### src/logic/sys_pkg.sv
////////////////////////////////////////
// Widths, address map and response codes of the host subsystem
// Regions are decoded from address bits 15:12 only, so upper bits alias
////////////////////////////////////////
`default_nettype none

package sys_pkg;

  // Bus widths
  localparam int addr_width = 32;
  localparam int data_width = 32;
  localparam int strb_width = data_width / 8;
  localparam int gpio_width = 8;

  typedef logic [addr_width-1:0] addr_t;
  typedef logic [data_width-1:0] data_t;
  typedef logic [strb_width-1:0] strb_t;
  typedef logic [1:0]            resp_t;
  typedef logic [gpio_width-1:0] gpio_t;

  // AXI response codes
  localparam resp_t resp_okay   = 2'b00;
  localparam resp_t resp_slverr = 2'b10;
  localparam resp_t resp_decerr = 2'b11;

  ////////////////////////////////////////
  // Address map
  ////////////////////////////////////////
  localparam addr_t region_mask  = 32'h0000_f000;
  localparam addr_t offset_mask  = 32'h0000_0fff;
  localparam addr_t scratch_base = 32'h0000_0000;
  localparam addr_t gpio_base    = 32'h0000_1000;

  // Scratch region offsets
  localparam addr_t id_off        = 32'h0000_0000;
  localparam addr_t scratch_first = 32'h0000_0004;
  localparam addr_t scratch_last  = 32'h0000_0010;
  localparam int    scratch_words = 4;
  localparam data_t sys_id        = 32'h5359_5301;

  // GPIO region offsets
  localparam addr_t gpio_out_off = 32'h0000_0000;
  localparam addr_t gpio_dir_off = 32'h0000_0004;
  localparam addr_t gpio_in_off  = 32'h0000_0008;

endpackage

`default_nettype wire

### src/logic/host_bridge.sv
////////////////////////////////////////
// Four-phase req/ack host port to AXI4-lite master
// One access in flight; host must hold fields until ack rises
// Protection bits are not driven
////////////////////////////////////////
`timescale 1ns/1ps
`default_nettype none

module host_bridge import sys_pkg::*; (
  input  logic  aclk,
  input  logic  reset,
  // Host port
  input  logic  req,
  input  logic  we,
  input  addr_t addr,
  input  data_t wdata,
  input  strb_t strb,
  output logic  ack,
  output data_t rdata,
  output resp_t resp,
  // AXI4-lite master
  output logic  awvalid,
  input  logic  awready,
  output addr_t awaddr,
  output logic  wvalid,
  input  logic  wready,
  output data_t wdata_m,
  output strb_t wstrb,
  input  logic  bvalid,
  output logic  bready,
  input  resp_t bresp,
  output logic  arvalid,
  input  logic  arready,
  output addr_t araddr,
  input  logic  rvalid,
  output logic  rready,
  input  data_t rdata_m,
  input  resp_t rresp
);

  typedef enum logic [2:0] {
    idle,
    write_addr,
    read_addr,
    wait_resp,
    hold_ack,
    wait_release
  } bridge_state_t;

  bridge_state_t state;
  addr_t         addr_q;

  // Same captured address serves both channels
  assign awaddr = addr_q;
  assign araddr = addr_q;

  // Request payload captured with the request
  always_ff @(posedge aclk) begin
    if (state == idle && req) begin
      addr_q  <= addr;
      wdata_m <= wdata;
      wstrb   <= strb;
    end
  end

  // Response payload; writes return zero data
  always_ff @(posedge aclk) begin
    if (bvalid && bready) begin
      rdata <= '0;
      resp  <= bresp;
    end else if (rvalid && rready) begin
      rdata <= rdata_m;
      resp  <= rresp;
    end
  end

  ////////////////////////////////////////
  // Control FSM
  ////////////////////////////////////////
  always_ff @(posedge aclk) begin
    if (reset) begin
      state   <= idle;
      awvalid <= 1'b0;
      wvalid  <= 1'b0;
      arvalid <= 1'b0;
      bready  <= 1'b0;
      rready  <= 1'b0;
      ack     <= 1'b0;
    end else begin
      case (state)
        idle: begin
          if (req) begin
            awvalid <= we;
            wvalid  <= we;
            arvalid <= !we;
            state   <= we ? write_addr : read_addr;
          end
        end
        write_addr: begin
          // Each valid drops on its own handshake
          if (awvalid && awready) awvalid <= 1'b0;
          if (wvalid && wready) wvalid <= 1'b0;
          if ((awready || !awvalid) && (wready || !wvalid)) begin
            bready <= 1'b1;
            state  <= wait_resp;
          end
        end
        read_addr: begin
          if (arready) begin
            arvalid <= 1'b0;
            rready  <= 1'b1;
            state   <= wait_resp;
          end
        end
        wait_resp: begin
          if ((bvalid && bready) || (rvalid && rready)) begin
            bready <= 1'b0;
            rready <= 1'b0;
            ack    <= 1'b1;
            state  <= hold_ack;
          end
        end
        hold_ack: begin
          // Close the four-phase cycle once the host drops req
          if (!req) begin
            ack   <= 1'b0;
            state <= wait_release;
          end
        end
        // One turnaround cycle before the next request
        wait_release: state <= idle;
        default: state <= idle;
      endcase
    end
  end

  // Ack only ever answers a live request
  assert property (@(posedge aclk) disable iff (reset) $rose(ack) |-> $past(req));

endmodule

`default_nettype wire

### src/logic/axi_decoder.sv
////////////////////////////////////////
// AXI4-lite 1-to-2 decoder, no added latency on routed paths
// Unmapped regions answered here with DECERR and zero data
// One transaction at a time; new addresses wait while busy
////////////////////////////////////////
`timescale 1ns/1ps
`default_nettype none

module axi_decoder import sys_pkg::*; (
  input  logic  aclk,
  input  logic  reset,
  // From the bridge
  input  logic  awvalid,
  output logic  awready,
  input  addr_t awaddr,
  input  logic  wvalid,
  output logic  wready,
  input  data_t wdata,
  input  strb_t wstrb,
  output logic  bvalid,
  input  logic  bready,
  output resp_t bresp,
  input  logic  arvalid,
  output logic  arready,
  input  addr_t araddr,
  output logic  rvalid,
  input  logic  rready,
  output data_t rdata,
  output resp_t rresp,
  // Scratch slave
  output logic  s0_awvalid,
  input  logic  s0_awready,
  output addr_t s0_awaddr,
  output logic  s0_wvalid,
  input  logic  s0_wready,
  output data_t s0_wdata,
  output strb_t s0_wstrb,
  input  logic  s0_bvalid,
  output logic  s0_bready,
  input  resp_t s0_bresp,
  output logic  s0_arvalid,
  input  logic  s0_arready,
  output addr_t s0_araddr,
  input  logic  s0_rvalid,
  output logic  s0_rready,
  input  data_t s0_rdata,
  input  resp_t s0_rresp,
  // GPIO slave
  output logic  s1_awvalid,
  input  logic  s1_awready,
  output addr_t s1_awaddr,
  output logic  s1_wvalid,
  input  logic  s1_wready,
  output data_t s1_wdata,
  output strb_t s1_wstrb,
  input  logic  s1_bvalid,
  output logic  s1_bready,
  input  resp_t s1_bresp,
  output logic  s1_arvalid,
  input  logic  s1_arready,
  output addr_t s1_araddr,
  input  logic  s1_rvalid,
  output logic  s1_rready,
  input  data_t s1_rdata,
  input  resp_t s1_rresp
);

  typedef enum logic [2:0] {
    idle,
    busy_write,
    busy_read,
    err_write,
    err_read
  } dec_state_t;

  dec_state_t state;
  logic       tgt_gpio;
  logic       aw_s0;
  logic       aw_s1;
  logic       ar_s0;
  logic       ar_s1;

  // Region hits
  assign aw_s0 = (awaddr & region_mask) == scratch_base;
  assign aw_s1 = (awaddr & region_mask) == gpio_base;
  assign ar_s0 = (araddr & region_mask) == scratch_base;
  assign ar_s1 = (araddr & region_mask) == gpio_base;

  // Payload fans out to both slaves
  assign s0_awaddr = awaddr;
  assign s0_wdata  = wdata;
  assign s0_wstrb  = wstrb;
  assign s0_araddr = araddr;
  assign s1_awaddr = awaddr;
  assign s1_wdata  = wdata;
  assign s1_wstrb  = wstrb;
  assign s1_araddr = araddr;

  ////////////////////////////////////////
  // Request routing, idle only
  ////////////////////////////////////////
  assign s0_awvalid = (state == idle) && awvalid && aw_s0;
  assign s0_wvalid  = (state == idle) && wvalid && aw_s0;
  assign s1_awvalid = (state == idle) && awvalid && aw_s1;
  assign s1_wvalid  = (state == idle) && wvalid && aw_s1;
  assign s0_arvalid = (state == idle) && arvalid && ar_s0;
  assign s1_arvalid = (state == idle) && arvalid && ar_s1;

  always_comb begin
    awready = 1'b0;
    wready  = 1'b0;
    arready = 1'b0;
    if (state == idle) begin
      // Unmapped: take address and data together at once
      awready = aw_s0 ? s0_awready : aw_s1 ? s1_awready : (awvalid && wvalid);
      wready  = aw_s0 ? s0_wready : aw_s1 ? s1_wready : (awvalid && wvalid);
      arready = ar_s0 ? s0_arready : ar_s1 ? s1_arready : arvalid;
    end
  end

  // Response channels follow the latched target
  assign s0_bready = (state == busy_write) && !tgt_gpio && bready;
  assign s1_bready = (state == busy_write) && tgt_gpio && bready;
  assign s0_rready = (state == busy_read) && !tgt_gpio && rready;
  assign s1_rready = (state == busy_read) && tgt_gpio && rready;

  always_comb begin
    bvalid = 1'b0;
    bresp  = resp_okay;
    rvalid = 1'b0;
    rdata  = '0;
    rresp  = resp_okay;
    case (state)
      busy_write: begin
        bvalid = tgt_gpio ? s1_bvalid : s0_bvalid;
        bresp  = tgt_gpio ? s1_bresp : s0_bresp;
      end
      busy_read: begin
        rvalid = tgt_gpio ? s1_rvalid : s0_rvalid;
        rdata  = tgt_gpio ? s1_rdata : s0_rdata;
        rresp  = tgt_gpio ? s1_rresp : s0_rresp;
      end
      err_write: begin
        bvalid = 1'b1;
        bresp  = resp_decerr;
      end
      err_read: begin
        rvalid = 1'b1;
        rresp  = resp_decerr;
      end
      default: ;
    endcase
  end

  // Pending transaction tracker
  always_ff @(posedge aclk) begin
    if (reset) begin
      state    <= idle;
      tgt_gpio <= 1'b0;
    end else begin
      case (state)
        idle: begin
          if (awvalid && awready) begin
            tgt_gpio <= aw_s1;
            state    <= (aw_s0 || aw_s1) ? busy_write : err_write;
          end else if (arvalid && arready) begin
            tgt_gpio <= ar_s1;
            state    <= (ar_s0 || ar_s1) ? busy_read : err_read;
          end
        end
        busy_write, err_write: if (bvalid && bready) state <= idle;
        busy_read, err_read: if (rvalid && rready) state <= idle;
        default: state <= idle;
      endcase
    end
  end

  // Single master never issues a read and a write at once
  assert property (@(posedge aclk) disable iff (reset) !(awvalid && arvalid));

endmodule

`default_nettype wire

### src/logic/scratch_regs.sv
////////////////////////////////////////
// AXI4-lite slave, ID word plus four byte-writable scratch words
// Response one cycle after address; one access at a time
// Unused offsets and ID writes answer SLVERR
////////////////////////////////////////
`timescale 1ns/1ps
`default_nettype none

module scratch_regs import sys_pkg::*; (
  input  logic  aclk,
  input  logic  reset,
  input  logic  awvalid,
  output logic  awready,
  input  addr_t awaddr,
  input  logic  wvalid,
  output logic  wready,
  input  data_t wdata,
  input  strb_t wstrb,
  output logic  bvalid,
  input  logic  bready,
  output resp_t bresp,
  input  logic  arvalid,
  output logic  arready,
  input  addr_t araddr,
  output logic  rvalid,
  input  logic  rready,
  output data_t rdata,
  output resp_t rresp
);

  data_t scratch [scratch_words];
  addr_t wr_off;
  addr_t rd_off;
  logic  wr_hit;
  logic  rd_hit;
  logic [$clog2(scratch_words)-1:0] wr_idx;
  logic [$clog2(scratch_words)-1:0] rd_idx;

  // Address and data taken together, held off while a response waits
  assign awready = awvalid && wvalid && !bvalid;
  assign wready  = awready;
  assign arready = arvalid && !rvalid;

  ////////////////////////////////////////
  // Offset decode
  ////////////////////////////////////////
  assign wr_off = awaddr & offset_mask;
  assign rd_off = araddr & offset_mask;
  assign wr_hit = wr_off >= scratch_first && wr_off <= scratch_last && wr_off[1:0] == 2'b00;
  assign rd_hit = rd_off >= scratch_first && rd_off <= scratch_last && rd_off[1:0] == 2'b00;
  // Word index counts from the first scratch offset
  assign wr_idx = wr_off[2 +: $clog2(scratch_words)] - 1'b1;
  assign rd_idx = rd_off[2 +: $clog2(scratch_words)] - 1'b1;

  // Write channel and scratch storage
  always_ff @(posedge aclk) begin
    if (reset) begin
      bvalid <= 1'b0;
      bresp  <= resp_okay;
      for (int i = 0; i < scratch_words; i++) begin
        scratch[i] <= '0;
      end
    end else if (awvalid && awready) begin
      bvalid <= 1'b1;
      bresp  <= wr_hit ? resp_okay : resp_slverr;
      if (wr_hit) begin
        // Byte merge under strobes
        for (int b = 0; b < strb_width; b++) begin
          if (wstrb[b]) scratch[wr_idx][8*b +: 8] <= wdata[8*b +: 8];
        end
      end
    end else if (bready) begin
      bvalid <= 1'b0;
    end
  end

  // Read channel
  always_ff @(posedge aclk) begin
    if (reset) begin
      rvalid <= 1'b0;
    end else if (arvalid && arready) begin
      rvalid <= 1'b1;
    end else if (rready) begin
      rvalid <= 1'b0;
    end
  end

  always_ff @(posedge aclk) begin
    if (arvalid && arready) begin
      if (rd_off == id_off) begin
        rdata <= sys_id;
        rresp <= resp_okay;
      end else if (rd_hit) begin
        rdata <= scratch[rd_idx];
        rresp <= resp_okay;
      end else begin
        rdata <= '0;
        rresp <= resp_slverr;
      end
    end
  end

  // Write response held under back-pressure
  assert property (@(posedge aclk) disable iff (reset)
    bvalid && !bready |=> bvalid && $stable(bresp));

endmodule

`default_nettype wire

### src/logic/gpio_regs.sv
////////////////////////////////////////
// AXI4-lite slave for 8 tri-state GPIO pins
// Direction bit 1 means input; only the low byte strobe writes
// Input register lags the pins by two sync flops
////////////////////////////////////////
`timescale 1ns/1ps
`default_nettype none

module gpio_regs import sys_pkg::*; (
  input  logic           aclk,
  input  logic           reset,
  input  logic           awvalid,
  output logic           awready,
  input  addr_t          awaddr,
  input  logic           wvalid,
  output logic           wready,
  input  data_t          wdata,
  input  strb_t          wstrb,
  output logic           bvalid,
  input  logic           bready,
  output resp_t          bresp,
  input  logic           arvalid,
  output logic           arready,
  input  addr_t          araddr,
  output logic           rvalid,
  input  logic           rready,
  output data_t          rdata,
  output resp_t          rresp,
  // Pins
  output sys_pkg::gpio_t gpio_o,
  output sys_pkg::gpio_t gpio_t,
  input  sys_pkg::gpio_t gpio_i
);

  sys_pkg::gpio_t in_meta;
  sys_pkg::gpio_t in_sync;
  addr_t          wr_off;
  addr_t          rd_off;

  assign wr_off = awaddr & offset_mask;
  assign rd_off = araddr & offset_mask;

  // Same handshake rules as the scratch slave
  assign awready = awvalid && wvalid && !bvalid;
  assign wready  = awready;
  assign arready = arvalid && !rvalid;

  // Two-flop input synchronizer
  always_ff @(posedge aclk) begin
    in_meta <= gpio_i;
    in_sync <= in_meta;
  end

  ////////////////////////////////////////
  // Write side
  ////////////////////////////////////////
  always_ff @(posedge aclk) begin
    if (reset) begin
      bvalid <= 1'b0;
      bresp  <= resp_okay;
      gpio_o <= '0;
      // All pins start as inputs
      gpio_t <= '1;
    end else if (awvalid && awready) begin
      bvalid <= 1'b1;
      bresp  <= resp_slverr;
      if (wr_off == gpio_out_off) begin
        bresp <= resp_okay;
        if (wstrb[0]) gpio_o <= wdata[gpio_width-1:0];
      end else if (wr_off == gpio_dir_off) begin
        bresp <= resp_okay;
        if (wstrb[0]) gpio_t <= wdata[gpio_width-1:0];
      end
    end else if (bready) begin
      bvalid <= 1'b0;
    end
  end

  // Read side
  always_ff @(posedge aclk) begin
    if (reset) begin
      rvalid <= 1'b0;
    end else if (arvalid && arready) begin
      rvalid <= 1'b1;
    end else if (rready) begin
      rvalid <= 1'b0;
    end
  end

  always_ff @(posedge aclk) begin
    if (arvalid && arready) begin
      rresp <= resp_okay;
      case (rd_off)
        gpio_out_off: rdata <= data_t'(gpio_o);
        gpio_dir_off: rdata <= data_t'(gpio_t);
        gpio_in_off:  rdata <= data_t'(in_sync);
        default: begin
          rdata <= '0;
          rresp <= resp_slverr;
        end
      endcase
    end
  end

  // Read data held under back-pressure
  assert property (@(posedge aclk) disable iff (reset)
    rvalid && !rready |=> rvalid && $stable(rdata));

endmodule

`default_nettype wire

### src/logic/sys_top.sv
////////////////////////////////////////
// Host subsystem top: bridge, decoder, scratch and GPIO slaves
// Single clock and synchronous active-high reset
////////////////////////////////////////
`timescale 1ns/1ps
`default_nettype none

module sys_top import sys_pkg::*; (
  input  logic           aclk,
  input  logic           reset,
  // Host port
  input  logic           req,
  input  logic           we,
  input  addr_t          addr,
  input  data_t          wdata,
  input  strb_t          strb,
  output logic           ack,
  output data_t          rdata,
  output resp_t          resp,
  // GPIO pins
  output sys_pkg::gpio_t gpio_o,
  output sys_pkg::gpio_t gpio_t,
  input  sys_pkg::gpio_t gpio_i
);

  // Bridge to decoder
  logic  awvalid, awready, wvalid, wready, bvalid, bready;
  logic  arvalid, arready, rvalid, rready;
  addr_t awaddr, araddr;
  data_t wdata_m, rdata_m;
  strb_t wstrb;
  resp_t bresp, rresp;

  // Decoder to scratch slave
  logic  s0_awvalid, s0_awready, s0_wvalid, s0_wready, s0_bvalid, s0_bready;
  logic  s0_arvalid, s0_arready, s0_rvalid, s0_rready;
  addr_t s0_awaddr, s0_araddr;
  data_t s0_wdata, s0_rdata;
  strb_t s0_wstrb;
  resp_t s0_bresp, s0_rresp;

  // Decoder to GPIO slave
  logic  s1_awvalid, s1_awready, s1_wvalid, s1_wready, s1_bvalid, s1_bready;
  logic  s1_arvalid, s1_arready, s1_rvalid, s1_rready;
  addr_t s1_awaddr, s1_araddr;
  data_t s1_wdata, s1_rdata;
  strb_t s1_wstrb;
  resp_t s1_bresp, s1_rresp;

  host_bridge u_bridge (.*);

  // Bridge data names differ from the host port names
  axi_decoder u_decoder (
    .wdata (wdata_m),
    .rdata (rdata_m),
    .*
  );

  scratch_regs u_scratch (
    .aclk    (aclk),
    .reset   (reset),
    .awvalid (s0_awvalid),
    .awready (s0_awready),
    .awaddr  (s0_awaddr),
    .wvalid  (s0_wvalid),
    .wready  (s0_wready),
    .wdata   (s0_wdata),
    .wstrb   (s0_wstrb),
    .bvalid  (s0_bvalid),
    .bready  (s0_bready),
    .bresp   (s0_bresp),
    .arvalid (s0_arvalid),
    .arready (s0_arready),
    .araddr  (s0_araddr),
    .rvalid  (s0_rvalid),
    .rready  (s0_rready),
    .rdata   (s0_rdata),
    .rresp   (s0_rresp)
  );

  gpio_regs u_gpio (
    .aclk    (aclk),
    .reset   (reset),
    .awvalid (s1_awvalid),
    .awready (s1_awready),
    .awaddr  (s1_awaddr),
    .wvalid  (s1_wvalid),
    .wready  (s1_wready),
    .wdata   (s1_wdata),
    .wstrb   (s1_wstrb),
    .bvalid  (s1_bvalid),
    .bready  (s1_bready),
    .bresp   (s1_bresp),
    .arvalid (s1_arvalid),
    .arready (s1_arready),
    .araddr  (s1_araddr),
    .rvalid  (s1_rvalid),
    .rready  (s1_rready),
    .rdata   (s1_rdata),
    .rresp   (s1_rresp),
    .gpio_o  (gpio_o),
    .gpio_t  (gpio_t),
    .gpio_i  (gpio_i)
  );

endmodule

`default_nettype wire

### config.mk
export PLATFORM = sky130hd
export DESIGN_NAME = sys_top
export DESIGN_NICKNAME = d
export VERILOG_FILES = /design/src/logic/sys_pkg.sv /design/src/logic/host_bridge.sv /design/src/logic/axi_decoder.sv /design/src/logic/scratch_regs.sv /design/src/logic/gpio_regs.sv /design/src/logic/sys_top.sv
export SDC_FILE = /design/constraint.sdc
export NUM_CORES = 1
export LEC_CHECK = 0
export BUFFER_PORTS_ARGS = -buffer_cell sky130_fd_sc_hd__buf_2
export CAP_MARGIN = 20
export CORE_MARGIN = 4
export CORE_UTILIZATION = 40
export DETAILED_ROUTE_END_ITERATION = 8
export GPL_ROUTABILITY_DRIVEN = 0
export GPL_TIMING_DRIVEN = 0
export HOLD_SLACK_MARGIN = 0.1
export PLACE_DENSITY = 0.65
export SLEW_MARGIN = 25
export SYNTH_ARGS = -nofsm -noshare
export SYNTH_HDL_FRONTEND = slang
export SYNTH_SLANG_ARGS = --single-unit
### constraint.sdc
create_clock -name aclk -period 10.7 [get_ports aclk]
set_input_delay 1.605 -clock aclk [delete_from_list [all_inputs] [get_ports aclk]]
set_output_delay 1.605 -clock aclk [all_outputs]
set_load 0.01 [all_outputs]
* Yosys cells after proc, flatten, opt, wreduce, memory -nomap -nowiden *
Memories as Yosys holds them, arrays and structs flattened.
Cells that the tools add are included.

cells by class
  add/sub/neg operators = 1
  multipliers = 0
  divide/modulo/power cells = 0
  magnitude comparators = 2
  equal/unequal tests = 21
  shift-type cells = 0
  muxes and demuxes = 89
  bitwise gates (word level) = 2
  reduce and logical (&&, ||, !) cells = 81

operators with widths
  kind                                                                                  count
  32-bit two-way mux                                                                    3
  32-bit logical NOT                                                                    2
  1-bit two-way mux                                                                     50
  1-bit logical AND                                                                     37
  32-bit OR reduction                                                                   1
  31-bit two-way mux                                                                    1
  3-bit two-way mux                                                                     10
  8-bit one-hot mux with 3 select lines                                                 1
  3-bit AND reduction                                                                   8
  2-bit two-way mux                                                                     11
  2-bit nonzero test                                                                    11
  1-bit one-hot mux with 2 select lines                                                 8
  3-bit one-hot mux with 5 select lines                                                 1
  12-bit by 3-bit == test with 1-bit output, second input constant                      1
  12-bit by 4-bit == test with 1-bit output, second input constant                      1
  3-bit by 2-bit == test with 1-bit output, second input constant                       4
  12-bit by 3-bit greater-or-equal comparator with 1-bit output, second input constant  1
  12-bit by 5-bit less-or-equal comparator with 1-bit output, second input constant     1
  2-bit by 1-bit inequality test with 1-bit output, second input constant               5
  3-bit one-hot mux with 3 select lines                                                 1
  1-bit logical NOT                                                                     8
  2-bit inequality test, second input constant                                          4
  2-bit one-hot mux with 2 select lines                                                 2
  3-bit by 1-bit == test with 1-bit output, second input constant                       2
  other kinds (14)                                                                      22

word-level totals
  bits in registers = 207
  latch bits = 0
  memory bits (writable) = 128
  bits in read-only memories = 0
  input port bits = 80
  output and inout bits = 51
  word-level logic and storage cells = 226
  memories = 1

memories
  name               words  bits a word  rd ports  clocked after memory_dff  wr ports  line                source
  u_scratch.scratch  4      32           1         0                         4         scratch_regs.sv:31  data_t scratch [scratch_words];

* Depth between registers and ports, before layout *
Gate-level depths: netlist of the first run.

  depth in word-level cells = 12
  gate-level depth with buffers = 10
  mapped depth without buffers = 7

* Modules after synthesis *
From an unflattened synthesis of the first run, not the netlist that was laid out.

unflattened totals
  cell total of the unflattened synthesis = 1305
  area total of the unflattened synthesis = 15476.1 um^2

by module, submodules not included
  module        instances  cells each  area an instance (um^2)  seq. area each (um^2)
  scratch_regs  1          503         7200.7                   4894.7
  host_bridge   1          306         3961.3                   2922.8
  axi_decoder   1          321         2419.8                   80.1
  gpio_regs     1          175         1894.3                   970.9

* Worst setup path before layout of the first run *
OpenSTA, ideal clock, no wires.

  path kind = register -> register
  start point = reg u_decoder.state[2]
  end point = reg u_scratch.rdata[0] (enable)
  library setup time = 0.509 ns
  data arrival time = 4.440 ns
  required time = 10.191 ns
  setup slack = 5.750 ns
  cell stages (with the launch flop) = 4
  path buffers = 1
  clock period less this slack = 4.950 ns
  path through = dfxtp_1 clkbuf_1 or4b_2 nor4_1

on the way
  word-level cells in the longest chain between the ends = 5

ends and longest elaborated chain
  element                             line                source
  start: declaration                  axi_decoder.sv:76   dec_state_t state;
  start signal: assignment            axi_decoder.sv:158  state <= idle;
  start signal: assignment            axi_decoder.sv:165  state <= (aw_s0 || aw_s1) ? busy_write : err_write;
  start signal: assignment            axi_decoder.sv:168  state <= (ar_s0 || ar_s1) ? busy_read : err_read;
  3-bit logical NOT (*)               axi_decoder.sv:106  assign s0_arvalid = (state == idle) && arvalid && ar_s0;
  1-bit logical AND (*) (2 in a row)  axi_decoder.sv:106
  1-bit logical AND                   scratch_regs.sv:42  assign arready = arvalid && !rvalid;
  1-bit logical AND (*)               scratch_regs.sv:89  if (arvalid && arready) begin
  end signal: assignment              scratch_regs.sv:91  rdata <= sys_id;
  end signal: assignment              scratch_regs.sv:94  rdata <= scratch[rd_idx];
  end: declaration                    scratch_regs.sv:27  output data_t rdata,

Mark *: on every way between the ends. The rest lies on a longest branch, timed or not.
A chain may end at the register's enable or synchronous reset.

==> results of run 1 <==
## worst max-delay path, cell delays in order, from the launching register on
cell and delay, ns:
edfxtp_1 0.35, clkbuf_1 0.53, inv_1 0.22, ha_1 0.33, buf_1 0.47, nand4_1 0.57, nor3_1 0.61, a21o_1 0.47
## metal layers
metal  GRT usage (%)  routed length (um)
met1           22.72               12650
met2           26.78               13400
met3           3.205                1779
met4           4.401                 573
met5               0                   0
## power by group through the flow
stage,Clock (mW),Combinational (mW),Sequential (mW)
after floorplan,0,0.101,1.36
after global placement,0,0.151,1.37
after detailed placement,0,0.156,1.37
after CTS,1.20,0.157,1.35
after global routing,1.25,0.170,1.35
final,1.18,0.157,1.35
## sequential cells by signal, summed over array words and instances, names as in the netlist, 2 cells and up
signal / count
u_bridge.araddr: 16
u_bridge.wstrb: 4
u_bridge.rdata: 32
u_bridge.state: 3
u_scratch.rdata: 32
u_gpio.in_sync: 8
u_gpio.rdata: 8
u_bridge.resp: 2
u_bridge.wdata_m: 32
u_gpio.gpio_t: 8
u_scratch.scratch: 128
u_gpio.in_meta: 8
u_gpio.gpio_o: 8
u_decoder.state: 3
## final timing paths
kind                                                end  slack [ns]  depth (start not counted)
setup / recovery  u_scratch.scratch[0][5]$_SDFFCE_PN0P_        6.77                          7
hold reg to reg               u_gpio.in_sync[0]$_DFF_P_        0.32                          0
setup reg to reg  u_scratch.scratch[0][5]$_SDFFCE_PN0P_        6.77                          7
hold / removal                u_gpio.in_sync[0]$_DFF_P_        0.32                          0
## synth_stat cells, types with 3 or more instances
cell	n	share of area, %
and2_1	97	4.8
a21o_1	26	1.5
mux4_2	32	5.7
nand2b_1	5	0.25
nor4_1	4	0.20
edfxtp_1	224	53
a41o_1	4	0.32
a31oi_1	3	0.15
ha_1	5	0.50
or3_1	13	0.64
mux2_2	3	0.27
inv_1	19	0.57
o21ai_0	25	0.99
buf_2	3	0.12
nor3_1	9	0.36
nand3_1	21	0.83
nor3b_1	5	0.30
clkbuf_1	40	1.2
mux2i_1	12	0.95
nor2b_4	10	1.1
nand4_1	13	0.64
a22o_1	24	1.7
o21a_1	6	0.36
dfxtp_1	83	13
and4_1	4	0.28
buf_1	5	0.15
buf_6	3	0.27
nand2_1	22	0.65
nor4_4	9	1.5
a21oi_1	32	1.3
a222oi_1	8	0.63
nor2_1	16	0.48
and3_1	33	1.6
nor2b_1	14	0.69
## metrics by stage
step	worst slack [ns]	power (mW)
after floorplan	5.750	1.460
after global placement	4.371	1.523
after detailed placement	6.882	1.529
after CTS	6.845	2.709
after global routing	6.536	2.775
final	6.775	2.685
## area by class of cell
cell class	instances	area (sq um)
tap	396	495.5
timing repair buffer	119	618.1
clock buffer	45	913.4
inverter	19	73.82
clock inverter	16	222.7
sequential	307	8388
buffer	52	240.2
multi-input combinational	488	3935
fill	2660	15940
## cells by family (layout without fill, tap and decap cells)
| kind of cell | after synthesis | after routing |
|---|---|---|
| simple gates | 290 | 290 |
| buf+inv | 71 | 251 |
| mux | 47 | 47 |
| compound gates | 145 | 145 |
| xor+xnor | 1 | 1 |
| flops | 307 | 307 |
| fa+ha+maj | 5 | 5 |
==> impl_metrics.json, run 1 <==
{
  "cts_hold_buffers": 0,
  "rsz0062_at_grt": "no",
  "die_h_um": 185.6,
  "hpwl_mm": 19.68,
  "fin_crit_ns": 3.925,
  "synth-simple-area-share_pct": 15.51,
  "peakVddDrop_uv": 126.3,
  "p_int_mw": 2.107,
  "cp_max_fo": 9,
  "fin_skew_ns": 0.02604,
  "synth_edf_count": 224,
  "diodes": 0,
  "setup_viol": 0,
  "ys_types": 61,
  "tightest_slew_ns": 1.015,
  "synth_area_sq_mm": 0.01261,
  "syn2layout_area_growth_pct": 18.01,
  "p_sw_share_pct": 21.52,
  "combPwrFrac_pct": 5.8,
  "yosysWarnings": 0,
  "slew_headroom_pct": 32.19,
  "final_cell_mix": "edfxtp_1 (224), buf_2 (121), and2_1 (97), dfxtp_1 (83), clkbuf_1 (50)",
  "grt.overflow.total": 0,
  "synthFlopType": "edfxtp_1",
  "drtAntennaViolNets": 0,
  "final_layout_size_suffix_gt1_share_pct": 22.94,
  "insertion_delay_ns": 0.52,
  "ys_seq_area_share_pct": 66.49,
  "hp-class": "reg2reg",
  "holdWs_ns": 0.3227,
  "timing.fmax_mhz": 254.7,
  "num_io_pins": 131,
  "drv_cap": 0,
  "first_iter_violations": 646,
  "hold_viol": 0,
  "power_frac_seq_pct": 50.2,
  "syn_inst": 866,
  "post_synth_fa_ha_maj_area_fraction_pct": 0.4959,
  "muxShareOfSynthArea_pct": 6.933,
  "drc": 0,
  "h-tree-depth": 2,
  "grt_pass1_vias": 7714,
  "synthesis.nets": 951,
  "cts_root_buffer": "clkbuf_16",
  "power_density_mw_per_mm2": 180.3,
  "utilization_pct": 48.29,
  "slew_violations": 0,
  "period_share_pct": 36.69,
  "switchingPower_mw": 0.5777,
  "die_area_sq_mm": 0.03444,
  "vias": 7630,
  "dp_cells": 1381,
  "final_nets": 1106,
  "core_sq_mm": 0.03083,
  "fp-row-count": 64,
  "synth_compound_area_share_pct": 8.044,
  "path_class": "reg2reg",
  "vias_per_cell": 5.291,
  "io_buffer_count": 113,
  "wirelength_mm": 28.40,
  "grt_pass1_wl_mm": 43.99,
  "clkSlewWorstSetupHoldPaths_ns": 0.06,
  "holdCritStartpoint": "u_gpio.in_meta[0]$_DFF_P_",
  "numCtsBuffers": 34,
  "avgRoutedWirePerCell_um": 19.70,
  "synth_xor_area_share_pct": 0.06943,
  "layout.cells.non_filler": 1442,
  "p_leak_nw": 5.770,
  "p_clk_share_pct": 44.0,
  "cts_sinks": 307,
  "ys_seq_elements": 307,
  "cts_setup_buffers": 0,
  "post_dp_cell_area_sq_mm": 0.01375,
  "synth_top_family_by_area": "simple AND/OR/NAND/NOR gates",
  "setup-tns-final_ns": 0,
  "layout_commonest_cell": "edfxtp_1",
  "fin_area_sq_mm": 0.01489,
  "cts_resized": 0,
  "crit_path_end_kind": "flip-flop",
  "grtUsageTotal_pct": 16.42,
  "start_util_pct": 40.92,
  "clock_path_buffers": 3,
  "grt_max_degree": 51,
  "cts_tree": "built",
  "required_ns": 10.85,
  "arrival_ns": 4.08,
  "postSynthAreaPerCell_sq_um": 14.57,
  "regToRegStartpoint": "u_bridge.araddr[2]$_DFFE_PP_",
  "start_kind": "flip-flop",
  "die_x_um": 185.6,
  "async_reset_ff_share_pct": 0,
  "worstSetupStartpoint": "u_bridge.araddr[2]$_DFFE_PP_",
  "status": "complete, no violations",
  "firstDrtPassIters": 5,
  "antenna_found_initial": 0
}
No activity file was read; power rests on OpenSTA's default activity.
==> run 2: changes to the inputs <==
Clock period 10.7 ns to 3.62 ns, I/O delays scaled along.
==> run 2 against run 1 <==
Net effect: setup slack lost 6.5 ns; register-to-register slack lost 6.5 ns; die area is the same; fmax grew 19%; sequential share of layout area is essentially flat; clock-buffer cell count shrank 1; non-clock buffer count grew 2; sequential cell count is the same; global-route usage grew 0.096 points; largest power group unchanged.
==> impl_metrics.json, run 2 (synthesized netlist as in run 1, its figures left out) <==
{
  "firstDrtPassIters": 6,
  "slew_violations": 0,
  "regToRegStartpoint": "u_bridge.araddr[2]$_DFFE_PP_",
  "hpwl_mm": 19.86,
  "status": "complete, no violations",
  "cts_tree": "built",
  "hold_path_depth": 1,
  "p_int_mw": 6.049,
  "grt_max_degree": 52,
  "core_sq_mm": 0.03083,
  "p_total_mw": 7.755,
  "antenna_found_initial": 0,
  "p_sw_share_pct": 22.00,
  "p_leak_nw": 5.751,
  "hold_end": "u_gpio.in_meta[7]$_DFF_P_",
  "clkSlewWorstSetupHoldPaths_ns": 0.06,
  "cts_root_buffer": "clkbuf_16",
  "die_x_um": 185.6,
  "first_iter_violations": 813,
  "layout.cells.non_filler": 1441,
  "nFillCells": 2619,
  "final_cell_mix": "edfxtp_1 (224), buf_2 (116), and2_1 (97), dfxtp_1 (83), clkbuf_1 (46)",
  "power_frac_seq_pct": 51.4,
  "required_ns": 3.77,
  "period_share_pct": 91.41,
  "h-tree-depth": 2,
  "avgRoutedWirePerCell_um": 19.82,
  "die_area_sq_mm": 0.03444,
  "power_density_mw_per_mm2": 521.3,
  "clock_path_buffers": 3,
  "utilization_pct": 48.25,
  "ff2ff_setup_slack_ns": 0.31,
  "hold_viol": 0,
  "final_nets": 1108,
  "combPwrFrac_pct": 6.0,
  "dp_cells": 1378,
  "largest_register_ffs": 128,
  "switchingPower_mw": 1.707,
  "peakVddDrop_uv": 386.4,
  "syn2layout_area_growth_pct": 17.93,
  "grt_pass1_wl_mm": 43.95,
  "holdWs_ns": 0.1145,
  "slew_headroom_pct": 28.15,
  "final_layout_size_suffix_gt1_share_pct": 23.54,
  "holdCritStartpoint": "gpio_i[7]",
  "top_register": "u_scratch.scratch",
  "crit_path_end_kind": "flip-flop",
  "r2r-end": "u_scratch.scratch[1][3]$_SDFFCE_PN0P_",
  "grt.overflow.total": 0,
  "arrival_ns": 3.46,
  "cp_max_fo": 10,
  "path_class": "reg2reg",
  "layout_commonest_cell": "edfxtp_1",
  "hp-class": "in2reg",
  "wirelength_mm": 28.56,
  "fp-row-count": 64,
  "cts_sinks": 307,
  "fin_crit_ns": 3.309,
  "drv_cap": 0,
  "r2r_cells": 9,
  "start_kind": "flip-flop",
  "setup_viol": 0,
  "drtAntennaViolNets": 0,
  "vias_per_cell": 5.366,
  "insertion_delay_ns": 0.52,
  "grtUsageTotal_pct": 16.51,
  "diodes": 0,
  "die_h_um": 185.6,
  "grt_pass1_vias": 7686,
  "rsz0062_at_grt": "no",
  "io_buffer_count": 113,
  "numCtsBuffers": 34,
  "timing.fmax_mhz": 302.2,
  "p_clk_share_pct": 42.6,
  "vias": 7733,
  "tightest_slew_ns": 1.063,
  "num_io_pins": 131,
  "fin_skew_ns": 0.02994,
  "start_util_pct": 40.92,
  "drc": 0
}
-- run 2: stage by stage --
step           setup TNS [ns]  cell area, sq um  setup WS [ns]
2_1_floorplan               0             12620        0.07418
3_3_place_gp           -32.86             13680        -0.7699
3_5_place_dp           -7.388             13750        -0.2616
4_1_cts                     0             14840         0.1852
5_1_grt                     0             14880         0.1057
6_report                    0             14880         0.3110
-- run 2: metal layers --
layer	part of all wire [%]	vias up	track usage, %
met3	6.8	53	2.892
met1	43	3739	22.86
met2	48	316	26.88
li1	-	3625	-
met4	2.4	0	5.042
met5	0	-	0
-- run 2: worst max-delay path by stage --
| stage | slack, ns | to | start | cells after the start |
|---|---|---|---|---|
| after global placement | -0.77 | u_scratch.rdata[23]$_SDFFCE_PP0P_ | u_bridge.araddr[13]$_DFFE_PP_ | 3 |
| after detailed placement | -0.26 | u_scratch.scratch[0][3]$_SDFFCE_PN0P_ | u_bridge.araddr[2]$_DFFE_PP_ | 7 |
| after CTS | 0.19 | u_scratch.scratch[0][5]$_SDFFCE_PN0P_ | u_bridge.araddr[2]$_DFFE_PP_ | 7 |
| after global routing | 0.11 | u_scratch.scratch[1][0]$_SDFFCE_PN0P_ | u_bridge.araddr[2]$_DFFE_PP_ | 8 |
| final | 0.31 | u_scratch.scratch[1][3]$_SDFFCE_PN0P_ | u_bridge.araddr[2]$_DFFE_PP_ | 9 |
| after floorplan | 0.07 | u_scratch.rdata[0]$_SDFFCE_PN1P_ | u_decoder.state[2]$_SDFFE_PP0P_ | 3 |
-- run 2: final cells by class --
cell class / count / area, sq um / area share [%]
multi-input cells: 488 / 3954 / 26.58
inverters: 19 / 73.82 / 0.4962
well taps: 396 / 495.5 / 3.331
plain buffers: 52 / 241.5 / 1.623
flip-flops and latches: 307 / 8388 / 56.38
repair buffers: 121 / 648.1 / 4.357
clock buffers: 44 / 929.6 / 6.249
clock inverters: 14 / 146.4 / 0.9840
-- run 2: critical path, cell delays in order (launching register included) --
cell and delay (ns):
edfxtp_1 0.40, clkbuf_2 0.26, inv_1 0.18, ha_1 0.29
nor2b_1 0.07, or4_4 0.48, buf_6 0.17, nor4_4 0.33
buf_2 0.32, a21o_1 0.43
-- run 2: what timing repair did --
action / CTS / global route
hold buffers: 1 / 0
endpoints found under the setup margin: 64 / 12
pin swaps: 1 / 1
buffers inserted: 0 / 4
gates resized for setup: 2 / 1
endpoints found under the hold margin: 1 / 0
-- run 2: power by group through the flow --
stage	sequential, mW	clock [mW]	combinational [mW]
finish	3.98	3.31	0.466
global route	4.00	3.52	0.503
CTS	3.98	3.38	0.468
detailed placement	4.06	0	0.463
global placement	4.06	0	0.448
floorplan	4.02	0	0.298
